[src/design/dual_pkg.sv]
package dual_pkg;

    localparam int XLEN        = 32;
    localparam int REG_ADDR_W  = 5;
    localparam int NUM_REGS    = 32;
    localparam int LANES       = 2;
    localparam int QUEUE_DEPTH = 8;
    localparam int QUEUE_PTR_W = 3;

    localparam logic [XLEN-1:0] RESET_PC = '0;

    // Primary opcode field, bits 31:26
    typedef enum logic [5:0] {
        OP_SPECIAL = 6'h00,
        OP_ADDIU   = 6'h09,
        OP_SLTI    = 6'h0a,
        OP_ORI     = 6'h0d,
        OP_LUI     = 6'h0f
    } opcode_e;

    // Function field of special instructions, bits 5:0
    typedef enum logic [5:0] {
        FN_SLL  = 6'h00,
        FN_SRL  = 6'h02,
        FN_ADDU = 6'h21,
        FN_SUBU = 6'h23,
        FN_AND  = 6'h24,
        FN_OR   = 6'h25,
        FN_XOR  = 6'h26,
        FN_SLT  = 6'h2a
    } funct_e;

    typedef enum logic [3:0] {
        ALU_NOP,
        ALU_ADD,
        ALU_SUB,
        ALU_AND,
        ALU_OR,
        ALU_XOR,
        ALU_SLT,
        ALU_SLL,
        ALU_SRL
    } alu_op_e;

    // Register written by the instruction, zero if none
    function automatic logic [REG_ADDR_W-1:0] inst_dest(input logic [XLEN-1:0] inst);
        logic [REG_ADDR_W-1:0] dest;
        dest = '0;
        case (inst[31:26])
            OP_SPECIAL: begin
                case (inst[5:0])
                    FN_SLL, FN_SRL, FN_ADDU, FN_SUBU,
                    FN_AND, FN_OR, FN_XOR, FN_SLT: dest = inst[15:11];
                    default: dest = '0;
                endcase
            end
            OP_ADDIU, OP_ORI, OP_LUI: dest = inst[20:16];
            default: dest = '0;
        endcase
        return dest;
    endfunction

    // Registers actually read, packed as {rs, rt}; unused sources read as zero
    function automatic logic [2*REG_ADDR_W-1:0] inst_srcs(input logic [XLEN-1:0] inst);
        logic [REG_ADDR_W-1:0] rs;
        logic [REG_ADDR_W-1:0] rt;
        rs = '0;
        rt = '0;
        case (inst[31:26])
            OP_SPECIAL: begin
                case (inst[5:0])
                    FN_SLL, FN_SRL: rt = inst[20:16];
                    FN_ADDU, FN_SUBU, FN_AND, FN_OR, FN_XOR, FN_SLT: begin
                        rs = inst[25:21];
                        rt = inst[20:16];
                    end
                    default: rs = '0;
                endcase
            end
            OP_ADDIU, OP_ORI: rs = inst[25:21];
            default: rs = '0;
        endcase
        return {rs, rt};
    endfunction

endpackage

[src/design/issue_ctrl.sv]
module issue_ctrl
    import dual_pkg::*;
(
    input  logic [XLEN-1:0]      head_inst [LANES],
    input  logic [QUEUE_PTR_W:0] queue_count,
    output logic [1:0]           pop_count,
    output logic [LANES-1:0]     issue_valid,
    output logic [XLEN-1:0]      issue_inst [LANES]
);

    logic [REG_ADDR_W-1:0]   head_dest;
    logic [2*REG_ADDR_W-1:0] next_srcs;
    logic [REG_ADDR_W-1:0]   next_rs;
    logic [REG_ADDR_W-1:0]   next_rt;
    logic                    raw_hazard;

    always_comb begin
        head_dest = inst_dest(head_inst[0]);
        next_srcs = inst_srcs(head_inst[1]);
        next_rs   = next_srcs[2*REG_ADDR_W-1:REG_ADDR_W];
        next_rt   = next_srcs[REG_ADDR_W-1:0];
    end

    // Second entry reads what the head writes
    assign raw_hazard = (head_dest != '0)
                        && ((next_rs == head_dest) || (next_rt == head_dest));

    always_comb begin
        issue_valid[0] = (queue_count != '0);
        issue_valid[1] = (queue_count >= (QUEUE_PTR_W+1)'(2)) && !raw_hazard;
    end

    assign pop_count = 2'(issue_valid[0]) + 2'(issue_valid[1]);

    // Idle lanes see an all-zero word
    always_comb begin
        for (int i = 0; i < LANES; i++) begin
            issue_inst[i] = issue_valid[i] ? head_inst[i] : '0;
        end
    end

endmodule

[config.mk]
export PLATFORM = sky130hd
export DESIGN_NAME = issue_ctrl
export DESIGN_NICKNAME = d
export VERILOG_FILES = /design/src/design/dual_pkg.sv /design/src/design/issue_ctrl.sv
export SDC_FILE = /design/constraint.sdc
export NUM_CORES = 1
export LEC_CHECK = 0
export BUFFER_PORTS_ARGS = -buffer_cell sky130_fd_sc_hd__buf_2
export CORE_MARGIN = 4
export CORE_UTILIZATION = 39
export DETAILED_ROUTE_END_ITERATION = 8
export GPL_ROUTABILITY_DRIVEN = 0
export GPL_TIMING_DRIVEN = 0
export PLACE_DENSITY = 0.85
export RECOVER_POWER = 100
export SLEW_MARGIN = 10
export SYNTH_ARGS = -nofsm -noshare
export SYNTH_HDL_FRONTEND = slang
export SYNTH_SLANG_ARGS = --single-unit
[constraint.sdc]
create_clock -name vclk -period 3.1
set_input_delay 0.31 -clock vclk [all_inputs]
set_output_delay 0.31 -clock vclk [all_outputs]
set_load 0.02 [all_outputs]
# After elaboration in Yosys (flattened, before gate mapping)
# Cells that the tools add are included.
# classes
n_eq_ne	21
order_cmp	1
mux	8
add_sub_neg	1
reduce_logical	15
# op_table
operator	n
6-bit equality test, second input constant	12
32-bit two-way mux	2
6-bit by 4-bit equality test with 1-bit output, second input constant	5
6-bit zero test	4
5-bit two-way mux	4
5-bit case mux with 2 select lines	2
8-bit OR reduction	2
6-bit by 2-bit equality test with 1-bit output, second input constant	2
5-bit equality test	2
6-bit OR reduction	1
5-bit nonzero test	1
4-bit by 2-bit >= comparator with 1-bit output, second input constant	1
4-bit nonzero test	1
3-bit OR reduction	1
1-bit by 1-bit adder with 2-bit output	1
1-bit logical AND	2
2-bit OR reduction	1
1-bit zero test	1
1-bit logical OR	1
# word_totals
wordCells	46
in_bits	68
ff_bits	0

# Longest topological paths before layout
# Gate-level depths: netlist (run 1).
# logic_depth
word_depth	10
depth_mapped	11
ltp_nobuf	9

# Worst setup path before layout (run 1)
# No wires, ideal clock.
# synth_timing
path_type	input -> output
from	input port head_inst[2] (netlist name)
to	output port pop_count[0]
slack_ps	164
arrival_time_ps	2626
stages	10
path_buffers	1
path_cell_list	and3_1 > or4b_1 > a31oi_4 > nand2_1 > o41ai_2 > o22ai_2 > a21oi_4 > buf_6 > nor2_2 > ha_1
# synth_via
elab_chain_cells	10
word_cells_on_any_way	21
cone_classes	add/sub: 1; eq/ne: 9; mux: 4; reduce/logical: 7
# synth_rtl
item	line	source
start, declared	issue_ctrl.sv:4	input logic [XLEN-1:0] head_inst [LANES],
6-bit equality test, or another cell as far along	dual_pkg.sv:71	case (inst[5:0])
6-bit OR reduction / 8-bit OR reduction (equally long branches)	-	
5-bit two-way mux	dual_pkg.sv:71	
5-bit case mux with 2 select lines / 5-bit two-way mux (equally long branches)	dual_pkg.sv:69	case (inst[31:26])
5-bit equality test	issue_ctrl.sv:26	&& ((next_rs == head_dest) || (next_rt == head_dest));
1-bit logical OR (*)	issue_ctrl.sv:26	
1-bit logical AND (*)	issue_ctrl.sv:26	
1-bit zero test (*)	issue_ctrl.sv:30	issue_valid[1] = (queue_count >= (QUEUE_PTR_W+1)'(2)) && !raw_hazard;
1-bit logical AND (*)	issue_ctrl.sv:30	
1-bit by 1-bit adder with 2-bit output (*)	issue_ctrl.sv:33	assign pop_count = 2'(issue_valid[0]) + 2'(issue_valid[1]);
end, declared	issue_ctrl.sv:6	output logic [1:0] pop_count,
# Mark *: on every way between the ends. The rest lies on a longest branch, timed or not.

# Worst setup path in the final report (run 1)
# Same ends and word-level chain as after synthesis.

==> run summary, run 1 <==
Routed wire per std cell -> 14.2 um
Fin. Hold Viols -> 0
CP endpoint kind -> primary output
initial drt markers -> 35
hold path depth -> 4
antenna diode instance count -> 0
share of cells above drive strength 1 -> 53.5%
final worst slack -> 0.0503 ns
first-pass GRT wire length -> 7.56 mm
Max Freq -> 328 MHz
main combinational cell family by area after synthesis -> simple AND/OR/NAND/NOR gates
Critical Path AT -> 2.74 ns
sequential cell area -> 0 um^2
unrepaired setup endpoints after global routing -> yes
Multi-input gate area -> 1380 um^2
PD cells -> 164 nW/um^2
CP max stage cell -> or4b_4
CLK BUF -> 0
dpl ws -> -0.237 ns
area of the die -> 4710 um^2
core box area -> 3440 um^2
Initial Util -> 41.7%
I/O Pins -> 136
Finished Layout Cells -> 377
syn avg cell area -> 8.01 um^2
Final ANT Viol Nets -> 0
Die Span X -> 68.6 um
Tmin final -> 3.05 ns
period utilization -> 98.4%
vias in the first global route -> 1702
Synth Area in Simple Gates -> 65.5%
worst min path class -> in2out
post-synthesis instance total -> 179
Max Slew Vio Count -> 0
grt total ovfl -> 0
largest net degree at the start of global routing -> 11
Ys Warns -> 0
Die Y -> 68.6 um
syn nets -> 248
status -> complete, no violations
Max VDD drop -> 0.107 mV
cell taking the most area after synthesis -> nor3b_2
Mapped Area -> 1430 um^2
Max Cap Viol -> 0
worst setup path class -> in2out
initial antenna violation count -> 0
slew margin rel. -> 70.1%
Routed Wire Length -> 5.36 mm
Port Buffer Count -> 136
multiplexer share of the synthesized area -> 0%
top cell type's share of synthesized area -> 20.1%
drt drc -> 0
worst-margin pin slew -> 0.449 ns
Adder-Cell Fraction of Synth Area -> 0.873%
seq_cells -> 0
Synth area leaders -> nor3b_2 (20%), nor2b_1 (14%), buf_6 (4.7%)
worst hold margin -> 0.958 ns
final net count -> 402
Synth Area in Compound Gates -> 24.2%
Layout area overhead -> 62.1%
Worst EP required -> 2.79 ns
filler cell count -> 301
Seq/Total Area, Yosys -> 0%
post-synthesis xor/xnor area fraction -> 1.83%
Hold Buf Count CTS -> 0
CP Cell Sequence -> buf_2, and3_4, or4b_4, a31oi_4, nand2_1, o41ai_2, o22ai_2, a21oi_4, buf_8, nor2_2, ha_1, buf_6
Util after Layout -> 67.5%
Setup-failing EPs final -> 0
Vias/cell -> 5.22
critical path's largest stage delay -> 0.53 ns
Startpoint Class -> input port
Placed Cells -> 361
commonest non-fill, non-tap cell in the layout -> buf_2
via count -> 1967
most used cells in the layout excluding fill and tap cells -> buf_2 (97), clkbuf_1 (38), nor2b_1 (33)
CP Max Fanout -> 6
DP HPWL -> 4.23 mm
Std-Cell Rows -> 21
DR pass1 iterations -> 4
All-Layer GR Usage -> 19.9%
number of distinct library cells after synthesis -> 56
Pleak -> 0.00109 uW
-- routing by layer --
| layer | global-route usage, % | vias to the layer above | wire length [um] |
|---|---|---|---|
| li1 | - | 976 | - |
| met1 | 23.5 | 907 | 2060 |
| met2 | 39.3 | 80 | 2890 |
| met3 | 2.59 | 4 | 375 |
| met4 | 0.496 | 0 | 38 |
| met5 | 0 | - | 0 |
-- Yosys cell counts (all sizes together) (2+ instances only) --
cell type  instances
a21oi              4
a31o               2
a31oi              2
a32o               2
and2               8
and3               5
buf                7
clkbuf             3
inv                7
nand2              7
nand3             11
nand4              4
nor2              12
nor2b             33
nor3               6
nor3b             26
nor4               3
o2111a             2
o211ai             3
o21ai              3
o221ai             2
o41ai              2
or2                3
or3                2
xnor2              3
-- metrics by stage --
| step | area, um^2 | total power (uW) | setup TNS [ns] |
|---|---|---|---|
| floorplan | 1430 | 223 | 0 |
| global placement | 2170 | 353 | -0.296 |
| detailed placement | 2170 | 360 | -0.377 |
| CTS | 2220 | 365 | 0 |
| global route | 2320 | 410 | -0.672 |
| finish | 2320 | 381 | 0 |
-- critical path: cells and delay by family --
| family | cells | cell delay [ns] |
|---|---|---|
| AO/OA/AOI/OAI | 4 | 0.91 |
| adder cells (fa/ha/maj) | 1 | 0.27 |
| buffers and inverters | 3 | 0.38 |
| AND/OR/NAND/NOR | 4 | 0.84 |
-- path summary, 6_finish.rpt --
check	from	to
worst max-delay path	head_inst[2]	pop_count[0]
worst min-delay path	head_inst[4]	issue_inst[4]
-- power by group --
group,switching (uW),total (uW),internal [uW],leakage [uW]
logic,223,381,158,0.00109
clock network,0,0,0,0
registers,0,0,0,0
total,223,381,158,0.00109
-- logic make-up after synthesis --
| kind of cell | count (synthesis) |
|---|---|
| simple gates | 126 |
| compound gates | 32 |
| buf+inv | 17 |
| xor+xnor | 3 |
| fa+ha+maj | 1 |
-- cell type report --
class	count	area share, %
Multi-Input combinational cell	162	59.2
Inverter	7	1.13
Buffer	10	3.71
Tap cell	46	2.48
Timing Repair Buffer	152	33.5
-- what timing repair did --
item / 4_1_cts / 5_1_grt
pin swaps: 3 / 7
hold endpoints to repair: 0 / 0
buffers inserted: 6 / 10
resized for setup: 1 / 16
endpoints found under the setup margin: 2 / 23
No activity file was read; power rests on OpenSTA's default activity.
==> inputs of run 2 (changes only) <==
--- a/config.mk
+++ b/config.mk
@@ -5,7 +5,7 @@
 export SDC_FILE = /design/constraint.sdc
 export NUM_CORES = 1
 export LEC_CHECK = 0
-export BUFFER_PORTS_ARGS = -buffer_cell sky130_fd_sc_hd__buf_2
+export BUFFER_PORTS_ARGS = -buffer_cell sky130_fd_sc_hd__buf_4
 export CORE_MARGIN = 4
 export CORE_UTILIZATION = 39
 export DETAILED_ROUTE_END_ITERATION = 8
==> run 2 against run 1 <==
  * Core utilization up 8.3 points
  * Final cell count up 1.1%
  * Worst hold slack worse by 0.0043 ns
  * Sequential share of layout area unchanged
  * Combinational power up 15%
  * Cell area up 12%
  * Worst setup slack better by 0.020 ns
  * Flip-flop and latch count unchanged
  * Global-route usage up 0.54 points
  * Non-clock buffer count up 4
  * First-iteration DRC count rose to 2.8 times the previous value
  * Critical path type unchanged
  * Highest routed layer unchanged
==> run summary, run 2 (synthesis results as in run 1) <==
CP Max Fanout -> 6 (unchanged)
hold_sp -> head_inst[31]
drt drc -> 0 (unchanged)
sequential cell area -> 0 um^2 (unchanged)
Pleak -> 0.00119 uW (+9.4%)
Max Cap Viol -> 0 (unchanged)
Port Buffer Count -> 136 (unchanged)
via count -> 1998 (+1.6%)
Final ANT Viol Nets -> 0 (unchanged)
Layout area overhead -> 82.0%
I/O Pins -> 136 (unchanged)
core box area -> 3440 um^2 (unchanged)
Initial Util -> 41.7% (unchanged)
Startpoint Class -> input port
hold path depth -> 3 (-1)
Setup TNS -> 0 ns (unchanged)
most used cells in the layout excluding fill and tap cells -> buf_4 (119), clkbuf_1 (37), nor2b_1 (33)
grt total ovfl -> 0 (unchanged)
worst hold margin -> 0.954 ns (-0.00426 ns)
Hold Buf Count CTS -> 0 (unchanged)
worst setup path class -> in2out
Tmin final -> 3.03 ns (-0.0202 ns)
Placed Cells -> 361 (unchanged)
Max VDD drop -> 0.112 mV (+3.8%)
final net count -> 406 (+1.0%)
Fin. Hold Viols -> 0 (unchanged)
worst min path class -> in2out
seq_cells -> 0 (unchanged)
slew margin rel. -> 71.1% (+1.0 points)
Std-Cell Rows -> 21 (unchanged)
All-Layer GR Usage -> 20.4% (+0.54 points)
Finished Layout Cells -> 381 (+1.1%)
PD cells -> 168 nW/um^2 (+2.6%)
Max Slew Vio Count -> 0 (unchanged)
final worst slack -> 0.0705 ns (+0.0202 ns)
CP Cell Sequence -> buf_4, and3_4, or4b_4, a31oi_4, nand2_1, o41ai_2, o22ai_2, a21oi_4, buf_8, nor2_4, ha_4, buf_6
largest net degree at the start of global routing -> 11 (unchanged)
vias in the first global route -> 1791 (+5.2%)
Die Span X -> 68.6 um (unchanged)
first-pass GRT wire length -> 7.81 mm (+3.4%)
CP max stage cell -> or4b_4
Util after Layout -> 75.8% (+8.3 points)
period utilization -> 97.7% (-0.65 points)
Vias/cell -> 5.24 (+0.51%)
initial antenna violation count -> 0 (unchanged)
DP HPWL -> 4.40 mm (+4.0%)
Routed wire per std cell -> 15.4 um (+8.4%)
Worst EP required -> 2.79 ns (about the same)
area of the die -> 4710 um^2 (unchanged)
CP endpoint kind -> primary output
Setup-failing EPs final -> 0 (unchanged)
dpl ws -> -0.233 ns (+0.00385 ns)
Hold Path End -> issue_inst[31]
Critical Path AT -> 2.72 ns (-0.02 ns)
crit-path leading delay family -> compound AO/OA/AOI/OAI gates
initial drt markers -> 98 (+180%)
share of cells above drive strength 1 -> 54.3% (+0.85 points)
CP bufs+invs -> 3 (unchanged)
Die Y -> 68.6 um (unchanged)
critical path's largest stage delay -> 0.54 ns (about the same)
Max Freq -> 330 MHz (+0.67%)
commonest non-fill, non-tap cell in the layout -> buf_4
DR pass1 iterations -> 4 (unchanged)
Routed Wire Length -> 5.87 mm (+9.6%)
CLK BUF -> 0 (unchanged)
status -> complete, no violations
antenna diode instance count -> 0 (unchanged)
worst-margin pin slew -> 0.434 ns (-0.0154 ns)
## run 2: cell count changes in the layout (fill, tap and decap cells not counted), sizes merged
cell,change
clkbuf,-1
buf,+5
## run 2: final cells by class
| cell class | instances | area (um^2) |
|---|---|---|
| inverters | 7 | 26.3 |
| repair buffers | 156 | 1050 |
| fillers | 274 | 832 |
| well taps | 46 | 57.6 |
| plain buffers | 10 | 90.1 |
| multi-input cells | 162 | 1380 |
## run 2: per-stage QoR
step / cell area, um^2 / power (uW)
final: 2610 / 439
after global routing: 2610 / 467
after CTS: 2550 / 432
after detailed placement: 2510 / 427
after global placement: 2510 / 422
after floorplan: 1430 / 223
## run 2: routing by layer
layer	up-vias	share of wire [%]	track usage (%)
met5	-	0	0
met4	0	1.1	0.496
met3	6	8.9	3.89
met2	82	53	39.9
met1	926	37	23.8
li1	984	-	-
## run 2: how the worst max path moves through the flow
stage	from	end	slack (ns)	cells past startpoint
2_1_floorplan	head_inst[2]	pop_count[0]	0.16	10
6_report	head_inst[0]	pop_count[0]	0.07	12
3_3_place_gp	head_inst[2]	pop_count[0]	-0.22	12
3_5_place_dp	head_inst[2]	pop_count[0]	-0.23	12
5_1_grt	head_inst[0]	pop_count[0]	-0.005	12
4_1_cts	head_inst[2]	pop_count[0]	0.001	12
## run 2: report_power, final
part	total (uW)	internal, uW	switching (uW)
logic	439	209	230
registers	0	0	0
clock network	0	0	0
total	439	209	230
## run 2: repair_timing
item                                    CTS  global route
gates resized for setup                   1            13
endpoints found under the setup margin    2            22
pin swaps                                 3             8
setup buffers                             4            16
