--- src/design/dual_pkg.sv ---
package dual_pkg;

    localparam int XLEN        = 32;
    localparam int REG_ADDR_W  = 5;
    localparam int NUM_REGS    = 32;
    localparam int LANES       = 2;
    localparam int QUEUE_DEPTH = 8;
    localparam int QUEUE_PTR_W = 3;

    localparam logic [XLEN-1:0] RESET_PC = '0;

    // Primary opcode field, bits 31:26
    typedef enum logic [5:0] {
        OP_SPECIAL = 6'h00,
        OP_ADDIU   = 6'h09,
        OP_SLTI    = 6'h0a,
        OP_ORI     = 6'h0d,
        OP_LUI     = 6'h0f
    } opcode_e;

    // Function field of special instructions, bits 5:0
    typedef enum logic [5:0] {
        FN_SLL  = 6'h00,
        FN_SRL  = 6'h02,
        FN_ADDU = 6'h21,
        FN_SUBU = 6'h23,
        FN_AND  = 6'h24,
        FN_OR   = 6'h25,
        FN_XOR  = 6'h26,
        FN_SLT  = 6'h2a
    } funct_e;

    typedef enum logic [3:0] {
        ALU_NOP,
        ALU_ADD,
        ALU_SUB,
        ALU_AND,
        ALU_OR,
        ALU_XOR,
        ALU_SLT,
        ALU_SLL,
        ALU_SRL
    } alu_op_e;

    // Register written by the instruction, zero if none
    function automatic logic [REG_ADDR_W-1:0] inst_dest(input logic [XLEN-1:0] inst);
        logic [REG_ADDR_W-1:0] dest;
        dest = '0;
        case (inst[31:26])
            OP_SPECIAL: begin
                case (inst[5:0])
                    FN_SLL, FN_SRL, FN_ADDU, FN_SUBU,
                    FN_AND, FN_OR, FN_XOR, FN_SLT: dest = inst[15:11];
                    default: dest = '0;
                endcase
            end
            OP_ADDIU, OP_ORI, OP_LUI: dest = inst[20:16];
            default: dest = '0;
        endcase
        return dest;
    endfunction

    // Registers actually read, packed as {rs, rt}; unused sources read as zero
    function automatic logic [2*REG_ADDR_W-1:0] inst_srcs(input logic [XLEN-1:0] inst);
        logic [REG_ADDR_W-1:0] rs;
        logic [REG_ADDR_W-1:0] rt;
        rs = '0;
        rt = '0;
        case (inst[31:26])
            OP_SPECIAL: begin
                case (inst[5:0])
                    FN_SLL, FN_SRL: rt = inst[20:16];
                    FN_ADDU, FN_SUBU, FN_AND, FN_OR, FN_XOR, FN_SLT: begin
                        rs = inst[25:21];
                        rt = inst[20:16];
                    end
                    default: rs = '0;
                endcase
            end
            OP_ADDIU, OP_ORI: rs = inst[25:21];
            default: rs = '0;
        endcase
        return {rs, rt};
    endfunction

endpackage

--- src/design/exec_lane.sv ---
module exec_lane
    import dual_pkg::*;
(
    input  logic                  clk,
    input  logic                  arst_n,
    input  logic                  issue_valid,
    input  logic [XLEN-1:0]       issue_inst,
    input  logic [XLEN-1:0]       rs_data,
    input  logic [XLEN-1:0]       rt_data,
    input  logic [LANES-1:0]      fwd_valid,
    input  logic [REG_ADDR_W-1:0] fwd_dest [LANES],
    input  logic [XLEN-1:0]       fwd_data [LANES],
    output logic [REG_ADDR_W-1:0] rs_addr,
    output logic [REG_ADDR_W-1:0] rt_addr,
    output logic                  res_valid,
    output logic [REG_ADDR_W-1:0] res_dest,
    output logic [XLEN-1:0]       res_data
);

    typedef enum logic [1:0] {
        IMM_NONE,
        IMM_SIGN,
        IMM_ZERO,
        IMM_UPPER
    } imm_kind_e;

    logic                    ex_valid;
    logic [XLEN-1:0]         ex_inst;
    logic [2*REG_ADDR_W-1:0] srcs;
    logic [REG_ADDR_W-1:0]   dest;
    alu_op_e                 alu_op;
    imm_kind_e               imm_kind;
    logic [XLEN-1:0]         rs_val;
    logic [XLEN-1:0]         rt_val;
    logic [XLEN-1:0]         op_b;
    logic [XLEN-1:0]         alu_res;

    assign srcs    = inst_srcs(ex_inst);
    assign dest    = inst_dest(ex_inst);
    assign rs_addr = srcs[2*REG_ADDR_W-1:REG_ADDR_W];
    assign rt_addr = srcs[REG_ADDR_W-1:0];

    always_comb begin
        alu_op   = ALU_NOP;
        imm_kind = IMM_NONE;
        case (ex_inst[31:26])
            OP_SPECIAL: begin
                case (ex_inst[5:0])
                    FN_ADDU: alu_op = ALU_ADD;
                    FN_SUBU: alu_op = ALU_SUB;
                    FN_AND:  alu_op = ALU_AND;
                    FN_OR:   alu_op = ALU_OR;
                    FN_XOR:  alu_op = ALU_XOR;
                    FN_SLT:  alu_op = ALU_SLT;
                    FN_SLL:  alu_op = ALU_SLL;
                    FN_SRL:  alu_op = ALU_SRL;
                    default: alu_op = ALU_NOP;
                endcase
            end
            OP_ADDIU: begin
                alu_op   = ALU_ADD;
                imm_kind = IMM_SIGN;
            end
            OP_ORI: begin
                alu_op   = ALU_OR;
                imm_kind = IMM_ZERO;
            end
            // rs reads as r0, so OR just places the immediate
            OP_LUI: begin
                alu_op   = ALU_OR;
                imm_kind = IMM_UPPER;
            end
            default: alu_op = ALU_NOP;
        endcase
        // Writes to r0 retire as no-ops
        if (dest == '0) begin
            alu_op = ALU_NOP;
        end
    end

    // Youngest producer wins, so later lanes override
    always_comb begin
        rs_val = rs_data;
        rt_val = rt_data;
        for (int l = 0; l < LANES; l++) begin
            if (fwd_valid[l] && rs_addr != '0 && fwd_dest[l] == rs_addr) begin
                rs_val = fwd_data[l];
            end
            if (fwd_valid[l] && rt_addr != '0 && fwd_dest[l] == rt_addr) begin
                rt_val = fwd_data[l];
            end
        end
    end

    always_comb begin
        case (imm_kind)
            IMM_SIGN:  op_b = {{16{ex_inst[15]}}, ex_inst[15:0]};
            IMM_ZERO:  op_b = {16'h0000, ex_inst[15:0]};
            IMM_UPPER: op_b = {ex_inst[15:0], 16'h0000};
            default:   op_b = rt_val;
        endcase
    end

    always_comb begin
        case (alu_op)
            ALU_ADD: alu_res = rs_val + op_b;
            ALU_SUB: alu_res = rs_val - op_b;
            ALU_AND: alu_res = rs_val & op_b;
            ALU_OR:  alu_res = rs_val | op_b;
            ALU_XOR: alu_res = rs_val ^ op_b;
            ALU_SLT: alu_res = XLEN'($signed(rs_val) < $signed(op_b));
            ALU_SLL: alu_res = op_b << ex_inst[10:6];
            ALU_SRL: alu_res = op_b >> ex_inst[10:6];
            default: alu_res = '0;
        endcase
    end

    always_ff @(posedge clk or negedge arst_n) begin
        if (!arst_n) begin
            ex_valid  <= 1'b0;
            res_valid <= 1'b0;
        end else begin
            ex_valid  <= issue_valid;
            res_valid <= ex_valid;
        end
    end

    always_ff @(posedge clk) begin
        ex_inst  <= issue_inst;
        res_dest <= dest;
        res_data <= alu_res;
    end

    // Every instruction that names a destination decodes to an ALU operation
    a_dest_has_op: assert property (
        @(posedge clk) disable iff (!arst_n)
        (ex_valid && dest != '0) |-> (alu_op != ALU_NOP)
    );

endmodule

--- config.mk ---
export PLATFORM = sky130hd
export DESIGN_NAME = exec_lane
export DESIGN_NICKNAME = d
export VERILOG_FILES = /design/src/design/dual_pkg.sv /design/src/design/exec_lane.sv
export SDC_FILE = /design/constraint.sdc
export NUM_CORES = 1
export LEC_CHECK = 0
export ABC_AREA = 1
export BUFFER_PORTS_ARGS = -buffer_cell sky130_fd_sc_hd__buf_2
export CORE_MARGIN = 3
export CORE_UTILIZATION = 40
export DETAILED_ROUTE_END_ITERATION = 8
export GPL_TIMING_DRIVEN = 0
export SLEW_MARGIN = 30
export SYNTH_ARGS = -nofsm -noshare
export SYNTH_HDL_FRONTEND = slang
export SYNTH_SLANG_ARGS = --single-unit
--- constraint.sdc ---
create_clock -name clk -period 6 [get_ports clk]
set_input_delay 0.9 -clock clk [delete_from_list [all_inputs] [get_ports clk]]
set_output_delay 0.9 -clock clk [all_outputs]
set_load 0.005 [all_outputs]
# Yosys cells after proc, flatten, opt, wreduce, memory -nomap -nowiden
# Cells that the tools add are included.
# Widths: inputs -> output; s select.
[word_totals]
ff_bits = 71
out_inout_bits = 48
in_bits = 175
[classes]
n_shift = 2
magnitude_cmp = 1
n_bitwise = 3
n_addsub = 2
reduce_logical = 18
eq_ne = 25
muxes = 16
[op_table]
columns = ["cell", "n"]
rows = [
  ["$pmux 32 s8", 1],
  ["$mux 32", 4],
  ["$pmux 32 s3", 1],
  ["$eq 6x6->1 const B", 6],
  ["$add 32x32->32", 1],
  ["$and 32x32->32", 1],
  ["$lt 32x32->1", 1],
  ["$or 32x32->32", 1],
  ["$pmux 4 s8", 1],
  ["$shl 32x5->32", 1],
  ["$shr 32x5->32", 1],
  ["$sub 32x32->32", 1],
  ["$xor 32x32->32", 1],
  ["$eq 5x5->1", 4],
  ["$mux 5", 4],
  ["$pmux 5 s2", 2],
  ["$eq 6x4->1 const B", 3],
  ["$eq 4x3->1 const B", 4],
  ["$logic_not 6->1", 2],
  ["$pmux 4 s3", 1],
  ["$reduce_bool 5->1", 2],
  ["$eq 4x2->1 const B", 2],
  ["$logic_and 1x1->1", 8],
  ["$reduce_or 8->1", 1],
  ["11 further kinds", 13],
]

# Depth between registers and ports, before layout
[depth]
word_depth = 12
depth_mapped = 41
depth_no_buf = 38

# Least setup slack after synthesis
# OpenSTA, ideal clock, no wires.
[synth_timing]
path_kind = "flip-flop to flip-flop"
from = "reg ex_inst[5]"
to = "reg res_data[31]"
slack_ps = 1225
setup_ps = 125
arrival_time_ps = 4650
stages_incl_launch_ff = 33
path_buffers = 2
cell_sequence = "dfxtp_1 > inv_2 > nor2_4 > nand3_2 > nand2_2 > o21ai_1 > o21ai_2 > nand2_1 > xor2_1 > or3_1 > nor4_4 > buf_6 > nand2_1 > o21ai_1 > nand2_1 > o21ai_2 > inv_2 > ha_1 > clkbuf_1 > inv_1 > a21oi_1 > o31ai_1 > nand2_1 > o211ai_1 > a21oi_1 > nor3_1 > nor2_1 > o21ai_0 > a21oi_1 > o21ai_0 > or2_2 > nand3_1 > nand4_1"
[synth_between]
elab_chain_cells = 12
word_cells_on_any_way = 55
classes_between = "add/sub: 2; eq/ne: 19; shift: 2; mux: 15; bitwise: 3; reduce/logical: 14"
[synth_lines]
columns = ["item", "line", "source"]
rows = [
  ["from (decl)", "exec_lane.sv:28", "logic [XLEN-1:0] ex_inst;"],
  ["from (signal assigned)", "exec_lane.sv:129", "ex_inst <= issue_inst;"],
  ["$eq 6x2->1 (tied with other cells)", "dual_pkg.sv:51, dual_pkg.sv:71, exec_lane.sv:48", ""],
  ["$reduce_or 8->1 (no line)", "n/a", ""],
  ["$mux 5", "dual_pkg.sv:71", "case (inst[5:0])"],
  ["$mux 5", "dual_pkg.sv:69", "case (inst[31:26])"],
  ["$reduce_bool 5->1", "exec_lane.sv:89", "if (fwd_valid[l] && rt_addr != '0 && fwd_dest[l] == rt_addr) begin"],
  ["$logic_and 1x1->1 (2 in series)", "exec_lane.sv:89", ""],
  ["$mux 32 (2 in series)", "exec_lane.sv:89", ""],
  ["$pmux 32 s3", "exec_lane.sv:96", "case (imm_kind)"],
  ["$sub 32x32->32 (tied with other cells)", "exec_lane.sv:107", "ALU_SUB: alu_res = rs_val - op_b;"],
  ["$pmux 32 s8 *", "exec_lane.sv:105", "case (alu_op)"],
  ["via alu_res[31]", "exec_lane.sv:36", "logic [XLEN-1:0] alu_res;"],
  ["to (signal assigned)", "exec_lane.sv:131", "res_data <= alu_res;"],
  ["to (decl)", "exec_lane.sv:17", "output logic [XLEN-1:0] res_data"],
]
# The timed path passes the listed nets; every way through them passes the cells marked *.

# Worst setup path in the final report
[layout_timing]
from = "reg ex_inst[5]"
to = "reg res_data[0]"
[layout_between]
elab_chain_cells = 12
word_cells_on_any_way = 56
classes_between = "add/sub: 2; order compare: 1; eq/ne: 19; shift: 2; mux: 15; bitwise: 3; reduce/logical: 14"
[layout_lines]
columns = ["item", "line"]
rows = [
  ["$eq 6x2->1 (tied with other cells)", "dual_pkg.sv:51, dual_pkg.sv:71, exec_lane.sv:48"],
  ["$reduce_or 8->1 (no line)", "n/a"],
  ["$mux 5", "dual_pkg.sv:71"],
  ["$mux 5", "dual_pkg.sv:69"],
  ["$reduce_bool 5->1", "exec_lane.sv:89"],
  ["$logic_and 1x1->1 (2 in series)", "exec_lane.sv:89"],
  ["$mux 32 (2 in series)", "exec_lane.sv:89"],
  ["$pmux 32 s3", "exec_lane.sv:96"],
  ["$sub 32x32->32 (tied with other cells)", "exec_lane.sv:107"],
  ["$pmux 32 s8 *", "exec_lane.sv:105"],
  ["via alu_res[0]", "exec_lane.sv:36"],
]
# Marks and branches as above.

==> flow_summary_export.csv <==
group,metric,value,unit
setup_path,critical_path.endpoint_type,"register",
clock_tree,clk_transition_reported_paths,0.06,ns
pwr,power.static_leakage,8.39,nW
route,first_pass_iters,6,
floorplan,std_cell_rows,65,
clock_tree,numClockSinks,71,
finish,fin_util,47.8,%
grt,antenna_found_initial,1,
floorplan,horizontal_die_dimension,187,um
synthesis,synth.largest_area_cell,"nand2_1",
finish,final_layout_size_suffix_gt1_share,19.3,%
timing,max_slew_margin,41.9,%
finish,final_nets,2910,
timing,final_min_period_over_clock_period,94.4,%
setup_path,critPathKind,"register to register",
place,place_inst,3064,
clock_tree,cts_root_buf,"clkbuf_16",
synthesis,postSynth.topFlopCell,"dfxtp_1",
place,port_buffers,222,
timing,maxSlewViolCount,0,
synthesis,asyncSetResetFlopFracSynth,2.82,%
grt,grt_max_degree,13,
route,detail_route.vias_per_cell,5.90,
floorplan,die_height,187,um
floorplan,ioPinCount,223,
timing,hold-worst-slack,0.307,ns
grt,grt_util_all_layers,40.0,%
synthesis,ys_seq_area_share,10.9,%
pwr,peakVddDrop,0.207,mV
route,wl_per_cell,23.6,um
pwr,design_power_total,0.00220,W
setup_path,cp_data_arrival_time,5.95,ns
pwr,pwr_density_cell,144,nW/um^2
synthesis,synth_cells,2407,
floorplan,die_area,35000,um^2
place,post-dp-hpwl,60.1,mm
finish,final-instance-count-excl-fill,3073,
clock_tree,cts_max_path_buffers,2,
clock_tree,clock_tree.htree_level_count,3,
grt,globalRoute.totalOverflow,0,
synthesis,synth_top_cell_area_share,19.3,%
synthesis,synthesis.yosys.warnings,0,
setup_path,crit_path_frequent_cell,"nand2_1",
floorplan,core_area,32000,um^2
floorplan,floorplan.initialDensity,41.0,%
setup_path,crit_path_top_delay_cell,"fa_2",
place,dpl_cell_area,14800,um^2
setup_path,crit_required,6.29,ns
route,detail_route.drc_violations,0,
route,routed-via-count,18100,
job,cap_violations,0,
clock_tree,hold_buffers,0,
route,drt_first_iter_violations,2393,
clock_tree,inserted_clock_buffers,9,
route,drt.antenna.violating_nets,0,
place,routabilityCongestion,1.07,
finish,finalInstanceArea,15300,um^2
grt,grt_first_pass_wirelength,106,mm
synthesis,post_synth_instance_area,13100,um^2
timing,worst_slew_pin_slew,0.871,ns
timing,fin_crit,5.66,ns
setup_path,timing.critical_path.slowest_cell_delay,0.41,ns
timing,maxClockFrequency,0.177,GHz
route,totalWireLength,72.6,mm
grt,number_of_global_route_vias_before_repair,17000,
timing,setup_violations,0,
synthesis,synth_top_cells_by_area,"nand2_1, nand3_1, dfxtp_1, ha_1, inv_1",
synthesis,avgSynthCellArea,5.44,um^2
synthesis,synth.ff_latch_count,71,
setup_path,cp-start-kind,"register",
clock_tree,cts_tree,"yes",
min_path,hold_path_class,"input pin to async pin",
setup_path,path_delay_family,"simple AND/OR/NAND/NOR gates",
finish,area_growth_from_synthesis_to_final_layout,16.6,%
synthesis,syn-num-nets,2684,
synthesis,synth_edf_count,0,
setup_path,worstPathMaxFanout,10,
synthesis,synth_cell_types,56,
timing,fin_worst_skew,0.0103,ns
run_status,outcome,"complete, no violations",
setup_path,worstPathBufferInverterCount,6,
clock_tree,worstSkewPairLatency,0.36,ns
timing,hold_violations,0,
==> cell usage in the layout, fill, tap and decap left out, types with 11 or more instances in the layout <==
master / n
buf_4: 16
buf_2: 246
nand2_2: 37
o22ai_1: 11
nand3_1: 426
dfxtp_1: 67
inv_2: 76
o21ai_0: 87
o21a_1: 13
nand4_1: 31
o21ai_1: 62
xor2_1: 26
nor3_1: 18
buf_1: 21
a21oi_1: 103
o21ai_2: 32
nand3b_1: 13
nand2_1: 669
nor2_1: 149
ha_1: 91
inv_1: 248
buf_6: 12
clkbuf_1: 47
==> final cells by class <==
type                       count  area, um^2
sequential                    71        1430
timing repair buffer         229        1170
inverter                     325        1220
multi-input combinational   1878        9970
clock inverter                 3        67.6
clock buffer                  12         256
buffer                       119         616
fill                        3578       16700
antenna                        1        2.50
tap                          435         544
==> logic make-up (layout without fill, tap and decap cells) <==
logic type,count (synthesis),after routing,synth area share (%)
flops,71,71,10.9
buf+inv,458,688,14.3
compound gates,358,358,15.9
other cells,0,1,0
fa+ha+maj,102,102,9.85
simple gates,1392,1392,47.3
xor+xnor,26,26,1.74
==> worst paths after layout <==
kind                            slack (ns)     endpoint        from  cells after the start
worst max-delay path                  0.34  res_data[0]  ex_inst[5]                     36
worst min-delay path                  0.31     ex_valid      arst_n                      1
worst max register to register        0.34  res_data[0]  ex_inst[5]                     36
worst min register to register        0.36    res_valid    ex_valid                      0
max in group asynchronous             5.60    res_valid      arst_n                      1
min in group clk                      0.36    res_valid    ex_valid                      0
==> registers in the layout, summed over array words and instances (netlist names) <==
register and cells:
ex_inst 32, res_data 32, res_dest 5, ex_valid 1, res_valid 1
==> metal layers <==
layer / part of all wire [%] / GRT usage (%)
met4: 6.6 / 22.1
met5: 0 / 0
met3: 13 / 11.5
met2: 41 / 59.2
met1: 40 / 52.0
==> cell usage after synthesis (13+ instances only) <==
| master | n |
|---|---|
| nor3_1 | 22 |
| nand2_2 | 35 |
| o21ai_0 | 95 |
| nand3_1 | 426 |
| xor2_1 | 26 |
| clkbuf_1 | 64 |
| o21ai_2 | 30 |
| nand3b_1 | 13 |
| inv_2 | 75 |
| nand4_1 | 31 |
| nor2_1 | 155 |
| a21oi_1 | 108 |
| inv_1 | 249 |
| buf_2 | 24 |
| nand2_1 | 674 |
| buf_1 | 23 |
| o21ai_1 | 57 |
| ha_1 | 100 |
| dfxtp_1 | 69 |
| o21a_1 | 13 |
==> metrics by stage <==
stage | setup TNS [ns] | worst slack (ns)
3_5_place_dp | -4.02 | -0.551
5_1_grt | -0.0231 | -0.0200
2_1_floorplan | 0 | 1.23
3_3_place_gp | -3.74 | -0.546
6_report | 0 | 0.336
4_1_cts | 0 | 0.0286
==> timing repair <==
action	in CTS	in global routing
pin swaps	1	13
resized for setup	7	63
buffers inserted	3	4
setup endpoints to repair	16	19
==> power breakdown <==
| part | switching (W) | internal, W | leakage (nW) |
|---|---|---|---|
| Sequential | 0.00000864 | 0.000487 | 0.592 |
| Clock | 0.000211 | 0.000384 | 0.155 |
| Combinational | 0.000790 | 0.000320 | 7.64 |
| Total | 0.00101 | 0.00119 | 8.39 |
No activity file was read; power rests on OpenSTA's default activity.
